<file path="src/common/mtimer_pkg.sv">
// Gray width, control bit positions, register addresses, bus structs, update states, Gray helpers.
`default_nettype none

package mtimer_pkg;

	localparam int gray_width = 4; // low mtime bits kept in Gray code.

	localparam int ctrl_stop_bit = 0;
	localparam int ctrl_irq_en_bit = 1;

	// word addresses on the register bus.
	typedef enum logic [2:0] {
		addr_mtime_lo    = 3'd0,
		addr_mtime_hi    = 3'd1,
		addr_mtimecmp_lo = 3'd2,
		addr_mtimecmp_hi = 3'd3,
		addr_ctrl        = 3'd4
	} reg_addr_e;

	typedef struct packed {
		logic        write;
		reg_addr_e   addr;
		logic [31:0] wdata;
	} bus_req_t;

	typedef struct packed {
		logic [31:0] rdata;
	} bus_rsp_t;

	typedef enum logic [1:0] {
		upd_idle,
		upd_req,
		upd_drop
	} upd_state_e;

	function automatic logic [gray_width-1:0] bin2gray(input logic [gray_width-1:0] bin);
		return bin ^ (bin >> 1);
	endfunction

	// each binary bit is the xor of all Gray bits at and above it.
	function automatic logic [gray_width-1:0] gray2bin(input logic [gray_width-1:0] gray);
		logic [gray_width-1:0] bin;
		bin[gray_width-1] = gray[gray_width-1];
		for (int i = gray_width - 2; i >= 0; i--) begin
			bin[i] = bin[i+1] ^ gray[i];
		end
		return bin;
	endfunction

endpackage

`default_nettype wire

</file>
<file path="src/rtc/mtime_counter.sv">
// Machine timer counter with Gray-coded low bits, shadow load on update request and stop control.
`default_nettype none

module mtime_counter (
	input  wire                               mtime_clk,
	input  wire                               por_rstn,
	input  wire [63:mtimer_pkg::gray_width]   mtime_shadow,
	input  wire [mtimer_pkg::gray_width-1:0]  mtime_shadow_gray,
	input  wire                               stoptime,
	input  wire                               update_req,
	output logic                              update_ack,
	output logic [63:0]                       mtime_value
);

	logic                              ack_q;
	logic [63:mtimer_pkg::gray_width]  upper_q;
	logic [mtimer_pkg::gray_width-1:0] gray_q;
	logic [mtimer_pkg::gray_width-1:0] gray_bin;
	logic [mtimer_pkg::gray_width-1:0] gray_next;
	logic                              load;
	logic                              wrap;

	// the request is seen as new only on the cycle before the ack comes back.
	assign load = update_req & ~ack_q;

	assign gray_bin = mtimer_pkg::gray2bin(gray_q);

	// upper part steps when the low part is about to roll over.
	assign wrap = (&gray_bin) & ~stoptime;

	always_comb begin
		if (load) begin
			gray_next = mtime_shadow_gray;
		end else begin
			gray_next = mtimer_pkg::bin2gray(gray_bin + {{(mtimer_pkg::gray_width-1){1'b0}}, 1'b1});
		end
	end

	always_ff @(posedge mtime_clk or negedge por_rstn) begin
		if (!por_rstn) begin
			ack_q <= 1'b0;
		end else begin
			ack_q <= update_req; // ack is the request one clock later.
		end
	end

	always_ff @(posedge mtime_clk or negedge por_rstn) begin
		if (!por_rstn) begin
			gray_q <= '0;
		end else if (load || !stoptime) begin
			gray_q <= gray_next;
		end
	end

	always_ff @(posedge mtime_clk or negedge por_rstn) begin
		if (!por_rstn) begin
			upper_q <= '0;
		end else if (load) begin
			upper_q <= mtime_shadow; // a load wins over stop and counting.
		end else if (wrap) begin
			upper_q <= upper_q + {{(63-mtimer_pkg::gray_width){1'b0}}, 1'b1};
		end
	end

	assign update_ack = ack_q;

	assign mtime_value = {upper_q, gray_bin};

endmodule

`default_nettype wire

</file>
<file path="src/hdl/mtimer_regs.sv">
// Register block with bus decode, mtime shadow, update handshake FSM, ctrl, mtimecmp and read snapshot.
`default_nettype none

module mtimer_regs (
	input  wire                               mtime_clk,
	input  wire                               por_rstn,
	input  wire                               req_valid,
	input  wire mtimer_pkg::bus_req_t         req,
	input  wire [63:0]                        mtime_value,
	input  wire                               update_ack,
	output logic                              req_ready,
	output logic                              rsp_valid,
	output mtimer_pkg::bus_rsp_t              rsp,
	output logic                              update_req,
	output logic [63:mtimer_pkg::gray_width]  mtime_shadow,
	output logic [mtimer_pkg::gray_width-1:0] mtime_shadow_gray,
	output logic                              stoptime,
	output logic [63:0]                       mtimecmp,
	output logic                              irq_en
);

	mtimer_pkg::upd_state_e upd_state;
	mtimer_pkg::upd_state_e upd_next;

	logic [1:0]  ctrl_q;
	logic [31:0] lo_pend_q;
	logic [31:0] snap_hi_q;
	logic [31:0] rdata_next;
	logic        req_fire;
	logic        wr;
	logic        rd;
	logic        hi_write;

	assign req_ready = (upd_state == mtimer_pkg::upd_idle);
	assign req_fire = req_valid & req_ready;
	assign wr = req_fire & req.write;
	assign rd = req_fire & ~req.write;
	assign hi_write = wr & (req.addr == mtimer_pkg::addr_mtime_hi);

	always_comb begin
		upd_next = upd_state;
		case (upd_state)
			mtimer_pkg::upd_idle: begin
				if (hi_write) begin
					upd_next = mtimer_pkg::upd_req;
				end
			end
			mtimer_pkg::upd_req: begin
				if (update_ack) begin
					upd_next = mtimer_pkg::upd_drop;
				end
			end
			// the ack follows the request by one clock, so it is low by the next edge.
			mtimer_pkg::upd_drop: upd_next = mtimer_pkg::upd_idle;
			default: upd_next = mtimer_pkg::upd_idle;
		endcase
	end

	always_ff @(posedge mtime_clk or negedge por_rstn) begin
		if (!por_rstn) begin
			upd_state <= mtimer_pkg::upd_idle;
		end else begin
			upd_state <= upd_next;
		end
	end

	assign update_req = (upd_state == mtimer_pkg::upd_req);

	// the shadow is only written from idle, so it holds while the request is up.
	always_ff @(posedge mtime_clk) begin
		if (wr && req.addr == mtimer_pkg::addr_mtime_lo) begin
			lo_pend_q <= req.wdata;
		end
		if (hi_write) begin
			mtime_shadow <= {req.wdata, lo_pend_q[31:mtimer_pkg::gray_width]};
			mtime_shadow_gray <= mtimer_pkg::bin2gray(lo_pend_q[mtimer_pkg::gray_width-1:0]);
		end
	end

	always_ff @(posedge mtime_clk or negedge por_rstn) begin
		if (!por_rstn) begin
			ctrl_q <= '0;
			mtimecmp <= '1; // no interrupt until software programs a compare value.
		end else if (wr) begin
			case (req.addr)
				mtimer_pkg::addr_ctrl: ctrl_q <= req.wdata[1:0];
				mtimer_pkg::addr_mtimecmp_lo: mtimecmp[31:0] <= req.wdata;
				mtimer_pkg::addr_mtimecmp_hi: mtimecmp[63:32] <= req.wdata;
				default: ;
			endcase
		end
	end

	assign stoptime = ctrl_q[mtimer_pkg::ctrl_stop_bit];
	assign irq_en = ctrl_q[mtimer_pkg::ctrl_irq_en_bit];

	always_comb begin
		rdata_next = '0;
		case (req.addr)
			mtimer_pkg::addr_mtime_lo: rdata_next = mtime_value[31:0];
			mtimer_pkg::addr_mtime_hi: rdata_next = snap_hi_q;
			mtimer_pkg::addr_mtimecmp_lo: rdata_next = mtimecmp[31:0];
			mtimer_pkg::addr_mtimecmp_hi: rdata_next = mtimecmp[63:32];
			mtimer_pkg::addr_ctrl: rdata_next = {30'b0, ctrl_q};
			default: rdata_next = '0;
		endcase
	end

	// low read freezes the matching high word so a 64-bit read stays coherent.
	always_ff @(posedge mtime_clk) begin
		if (rd && req.addr == mtimer_pkg::addr_mtime_lo) begin
			snap_hi_q <= mtime_value[63:32];
		end
		if (rd) begin
			rsp.rdata <= rdata_next;
		end
	end

	always_ff @(posedge mtime_clk or negedge por_rstn) begin
		if (!por_rstn) begin
			rsp_valid <= 1'b0;
		end else begin
			rsp_valid <= rd; // one-cycle pulse per accepted read.
		end
	end

endmodule

`default_nettype wire

</file>
<file path="src/hdl/mtimecmp_irq.sv">
// Timer interrupt from an unsigned compare of mtime against mtimecmp.
`default_nettype none

module mtimecmp_irq (
	input  wire        mtime_clk,
	input  wire        por_rstn,
	input  wire [63:0] mtime_value,
	input  wire [63:0] mtimecmp,
	input  wire        irq_en,
	output logic       timer_irq
);

	logic reached;

	// pending as long as mtime is at or past the compare value.
	assign reached = (mtime_value >= mtimecmp);

	always_ff @(posedge mtime_clk or negedge por_rstn) begin
		if (!por_rstn) begin
			timer_irq <= 1'b0;
		end else begin
			timer_irq <= reached & irq_en;
		end
	end

endmodule

`default_nettype wire

</file>
<file path="src/hdl/mtimer_top.sv">
// Machine timer top level joining the register block, the mtime counter and the comparator.
`default_nettype none

module mtimer_top (
	input  wire                       mtime_clk,
	input  wire                       por_rstn,
	input  wire                       req_valid,
	input  wire mtimer_pkg::bus_req_t req,
	output logic                      req_ready,
	output logic                      rsp_valid,
	output mtimer_pkg::bus_rsp_t      rsp,
	output logic                      timer_irq
);

	wire                              update_req;
	wire                              update_ack;
	wire [63:mtimer_pkg::gray_width]  mtime_shadow;
	wire [mtimer_pkg::gray_width-1:0] mtime_shadow_gray;
	wire                              stoptime;
	wire [63:0]                       mtime_value;
	wire [63:0]                       mtimecmp;
	wire                              irq_en;

	mtimer_regs i_mtimer_regs (
		.mtime_clk         (mtime_clk),
		.por_rstn          (por_rstn),
		.req_valid         (req_valid),
		.req               (req),
		.mtime_value       (mtime_value),
		.update_ack        (update_ack),
		.req_ready         (req_ready),
		.rsp_valid         (rsp_valid),
		.rsp               (rsp),
		.update_req        (update_req),
		.mtime_shadow      (mtime_shadow),
		.mtime_shadow_gray (mtime_shadow_gray),
		.stoptime          (stoptime),
		.mtimecmp          (mtimecmp),
		.irq_en            (irq_en)
	);

	mtime_counter i_mtime_counter (
		.mtime_clk         (mtime_clk),
		.por_rstn          (por_rstn),
		.mtime_shadow      (mtime_shadow),
		.mtime_shadow_gray (mtime_shadow_gray),
		.stoptime          (stoptime),
		.update_req        (update_req),
		.update_ack        (update_ack),
		.mtime_value       (mtime_value)
	);

	mtimecmp_irq i_mtimecmp_irq (
		.mtime_clk   (mtime_clk),
		.por_rstn    (por_rstn),
		.mtime_value (mtime_value),
		.mtimecmp    (mtimecmp),
		.irq_en      (irq_en),
		.timer_irq   (timer_irq)
	);

endmodule

`default_nettype wire

</file>
<file path="config.mk">
export PLATFORM = sky130hd
export DESIGN_NAME = mtimer_top
export DESIGN_NICKNAME = d
export VERILOG_FILES = /design/src/common/mtimer_pkg.sv /design/src/rtc/mtime_counter.sv /design/src/hdl/mtimer_regs.sv /design/src/hdl/mtimecmp_irq.sv /design/src/hdl/mtimer_top.sv
export SDC_FILE = /design/constraint.sdc
export NUM_CORES = 1
export LEC_CHECK = 0
export BUFFER_PORTS_ARGS = -buffer_cell sky130_fd_sc_hd__clkbuf_2
export CORE_UTILIZATION = 55
export DETAILED_ROUTE_END_ITERATION = 16
export PLACE_DENSITY = 0.74
export SYNTH_ARGS = -nofsm -noshare
export SYNTH_HDL_FRONTEND = slang
export SYNTH_SLANG_ARGS = --single-unit
</file>
<file path="constraint.sdc">
create_clock -name mtime_clk -period 9 [get_ports mtime_clk]
set_input_delay 0.9 -clock mtime_clk [delete_from_list [all_inputs] [get_ports mtime_clk]]
set_output_delay 0.9 -clock mtime_clk [all_outputs]
set_load 0.02 [all_outputs]
</file>
==> results.md <==
GRT
* **wire length of the first global-routing pass** 50100 um
* **via count of the first global-routing pass** 8798
* **antenna violations before repair** 0
* **pin count of the biggest net entering global routing** 106
* **global routing met1 resource utilization** 0.358
* **GRT Resource Usage Total** 0.256
* **peak-usage layer in the global routing report** met2
* **met3 Resource Use GR** 0.0319
* **sum of overflow across all layers after global routing** 0
* **met2 capacity usage during global routing** 0.414

Setup path
* **cell breakdown of the critical path** xor2_1, ha_1, xnor2_1, nand3_1, nor4_4, nand3_2, or4_1, a31oi_1
* **startpoint of the worst-slack reg-to-reg timing path** i_mtime_counter.gray_q[3]
* **endpoint arrival time on the critical path** 4.81 ns
* **capturing element type of the critical path** flop
* **maximum cell stage delay along the critical path** 1.04 ns
* **class of the most critical setup path** flop to flop
* **critical path required time** 9.47 ns
* **terminus of the critical flop-to-flop path** i_mtime_counter.upper_q[55]
* **minimum setup slack among reg-to-reg paths** 4.66 ns
* **biggest fanout along the worst timing path** 16
* **R2R cell count** 8
* **type of origin of the critical path** flop
* **cell type of the slowest stage on the worst timing path** sky130_fd_sc_hd__nor4_4

Placement
* **gpl congestion** 0.862
* **total half-perimeter wirelength after legalization and detailed placement** 20800 um
* **number of input and output port buffers inserted** 73
* **cell count after placement** 1433
* **instance area after placement** 14300 um2

Drt
* **Remaining DRCs** 0
* **remaining antenna violation count after routing** 0
* **number of detailed-route iterations in the first pass** 5
* **via count** 8994
* **Post-Route WL** 31700 um
* **Routed WL per cell** 21.3 um
* **via/cell ratio** 6.03
* **Starting DRT DRC Count** 721

Synth
* **portion of the post-synthesis area used by sequential elements** 0.610
* **Post-Synthesis Cell Area** 13500 um2
* **Yosys cell types** 46
* **leading cell types by count after synthesis** sky130_fd_sc_hd__edfxtp_1, sky130_fd_sc_hd__nand2_1, sky130_fd_sc_hd__inv_1
* **top cell type's share of synthesized area** 0.355
* **total of warnings raised by yosys** 0
* **top cells by area, synth** sky130_fd_sc_hd__edfxtp_1, sky130_fd_sc_hd__dfrtp_1, sky130_fd_sc_hd__dfstp_2
* **most frequently used cell type in the post-synthesis netlist** sky130_fd_sc_hd__edfxtp_1
* **library cell with the largest summed area after synthesis** sky130_fd_sc_hd__edfxtp_1
* **nets in the synthesized netlist** 1170
* **Post-synth top flop** sky130_fd_sc_hd__edfxtp_1
* **number of instances in the synthesized netlist** 1065
* **post-synthesis async set-or-reset flop share** 0.458
* **Seq cells post-synth** 295
* **mean area per synthesized cell** 12.7 um2
* **number of enable-type register cells in the synthesized netlist** 160

Cells and area
* **post-route cell area** 15300 um2
* **number of nets in the final layout** 1247
* **final core utilization** 0.630
* **Cell Count, Final, Fillers Out** 1491
* **synthesis-to-finish area growth** 12.8%
* **Antenna Diode Count** 0
* **proportion of layout cells with a drive suffix above 1** 0.239

Power
* **areal power density over the cells** 318 nW/um2
* **maximum vdd drop** 183 uV
* **Static Leak** 5.97 nW

STA
* **Slew HR** 0.254
* **setup violators final** 0
* **Worst Clk Skew** 0.0110 ns
* **fmax** 0.230 GHz
* **max-slew violation count** 0
* **period utilization** 0.483
* **post-layout min period** 4.34 ns
* **Worst Tran Pin Value** 1.12 ns
* **Final Hold Fails** 0
* **Sum Neg Setup Slack** 0 ns
* **setup repair after global routing missed its margin** no

CTS
* **Clock H-tree levels** 1
* **clock transition time at the flip-flop clock pins of the worst setup and hold paths** 0.06 ns
* **Clock Path Buffers** 3
* **Sinks on Clock Net** 295
* **number of hold buffers added after cts** 0
* **CTS tree** yes
* **number of instances resized during post-cts repair** 0
* **number of buffers created by CTS** 31
* **insertion delay to the later sink of the worst-skew pair** 0.56 ns
* **postcts setup bufs** 0
* **clk root buf** sky130_fd_sc_hd__clkbuf_16

Flow run
* **max-cap violations** 0

Floorplanning
* **total number of placement rows** 57
* **area of the die** 25200 um2
* **number of I/O pins** 74
* **core area** 24200 um2
* **Die Y-Extent** 159 um
* **starting density of the core** 0.558
* **x dimension of the die** 159 um

Min path
* **path category of the worst min-delay check** input port to asynchronous set/reset pin

Run status
* **status** finished, final reports clean

## stage by stage
step / hold WS (ns) / setup slack, ns / power (mW)
after floorplan: 0.400 / 5.27 / 3.13
after global placement: 0.401 / 4.93 / 3.53
after detailed placement: 0.405 / 4.73 / 3.62
after CTS: 0.342 / 4.71 / 4.87
after global routing: 0.354 / 4.39 / 5.15
final: 0.331 / 4.66 / 4.85
## critical path, delay by kind of cell, from the launching register on
kind | cells | cell delay [ns]
xor+xnor | 2 | 0.78
flops | 1 | 0.50
simple gates | 4 | 2.39
compound gates | 1 | 0.18
fa+ha+maj | 1 | 0.39
## cell families after synthesis
family	synth area share
XOR/XNOR	0.0356
AO/OA/AOI/OAI	0.0950
buffers and inverters	0.0328
multiplexers	0.0597
AND/OR/NAND/NOR	0.105
adder cells (fa/ha/maj)	0.0610
flip-flops	0.610
## metal layers
layer / share of wire / wire length [um]
met2: 0.47 / 15000
met4: 0.033 / 1040
met3: 0.052 / 1650
met1: 0.44 / 14000
met5: 0 / 0
## area by class of cell
| cell class | instances | area (um2) |
|---|---|---|
| Inverter | 75 | 282 |
| Clock inverter | 12 | 118 |
| Multi-Input combinational cell | 653 | 4860 |
| Tap cell | 324 | 405 |
| Fill cell | 1885 | 8980 |
| Timing Repair Buffer | 86 | 469 |
| Clock buffer | 46 | 872 |
| Sequential cell | 295 | 8260 |
## layout by cell type, fill, tap and decap left out, types with 9 or more instances in the layout
cell,instances
sky130_fd_sc_hd__a31oi_1,11
sky130_fd_sc_hd__nor3_1,9
sky130_fd_sc_hd__xor2_1,39
sky130_fd_sc_hd__buf_4,13
sky130_fd_sc_hd__and3_1,19
sky130_fd_sc_hd__clkbuf_16,31
sky130_fd_sc_hd__nand3_1,41
sky130_fd_sc_hd__inv_1,75
sky130_fd_sc_hd__a221o_1,31
sky130_fd_sc_hd__xnor2_1,16
sky130_fd_sc_hd__clkbuf_1,11
sky130_fd_sc_hd__ha_1,66
sky130_fd_sc_hd__or4_1,9
sky130_fd_sc_hd__mux2_2,68
sky130_fd_sc_hd__a21oi_1,26
sky130_fd_sc_hd__edfxtp_1,160
sky130_fd_sc_hd__o21ai_0,70
sky130_fd_sc_hd__nand4_1,36
sky130_fd_sc_hd__nor2_1,25
sky130_fd_sc_hd__dfrtp_1,71
sky130_fd_sc_hd__nand2_1,85
sky130_fd_sc_hd__dfstp_2,64
sky130_fd_sc_hd__clkbuf_2,72
sky130_fd_sc_hd__a22o_1,30
## registers in the layout, summed over array words and instances (netlist names), 2 cells and up, named ones only
| signal | cells |
|---|---|
| i_mtimer_regs.upd_state | 2 |
| i_mtimer_regs.mtime_shadow_gray | 4 |
| i_mtimer_regs.rsp | 32 |
| i_mtimer_regs.mtime_shadow | 60 |
| i_mtimer_regs.ctrl_q | 2 |
| i_mtime_counter.upper_q | 60 |
| i_mtimer_regs.snap_hi_q | 32 |
| i_mtimer_regs.mtimecmp | 64 |
| i_mtime_counter.gray_q | 3 |
| i_mtimer_regs.lo_pend_q | 32 |
## how the worst max path moves through the flow
stage | start | endpoint | slack (ns) | cells after the start
floorplan | req_valid | i_mtimer_regs.snap_hi_q[0] | 5.27 | 3
global placement | i_mtime_counter.gray_q[3] | i_mtime_counter.upper_q[55] | 4.93 | 8
detailed placement | i_mtime_counter.gray_q[3] | i_mtime_counter.upper_q[55] | 4.73 | 8
CTS | i_mtime_counter.gray_q[3] | i_mtime_counter.upper_q[55] | 4.71 | 8
global route | i_mtime_counter.gray_q[3] | i_mtime_counter.upper_q[55] | 4.39 | 8
finish | i_mtime_counter.gray_q[3] | i_mtime_counter.upper_q[55] | 4.66 | 8
## where the power goes
group	total [mW]	internal, mW	switching (mW)
Combinational	1.41	0.598	0.807
Sequential	2.21	1.84	0.363
Clock	1.24	0.726	0.512
Total	4.85	3.17	1.68
Note: power is estimated with default switching activity, not from simulation.
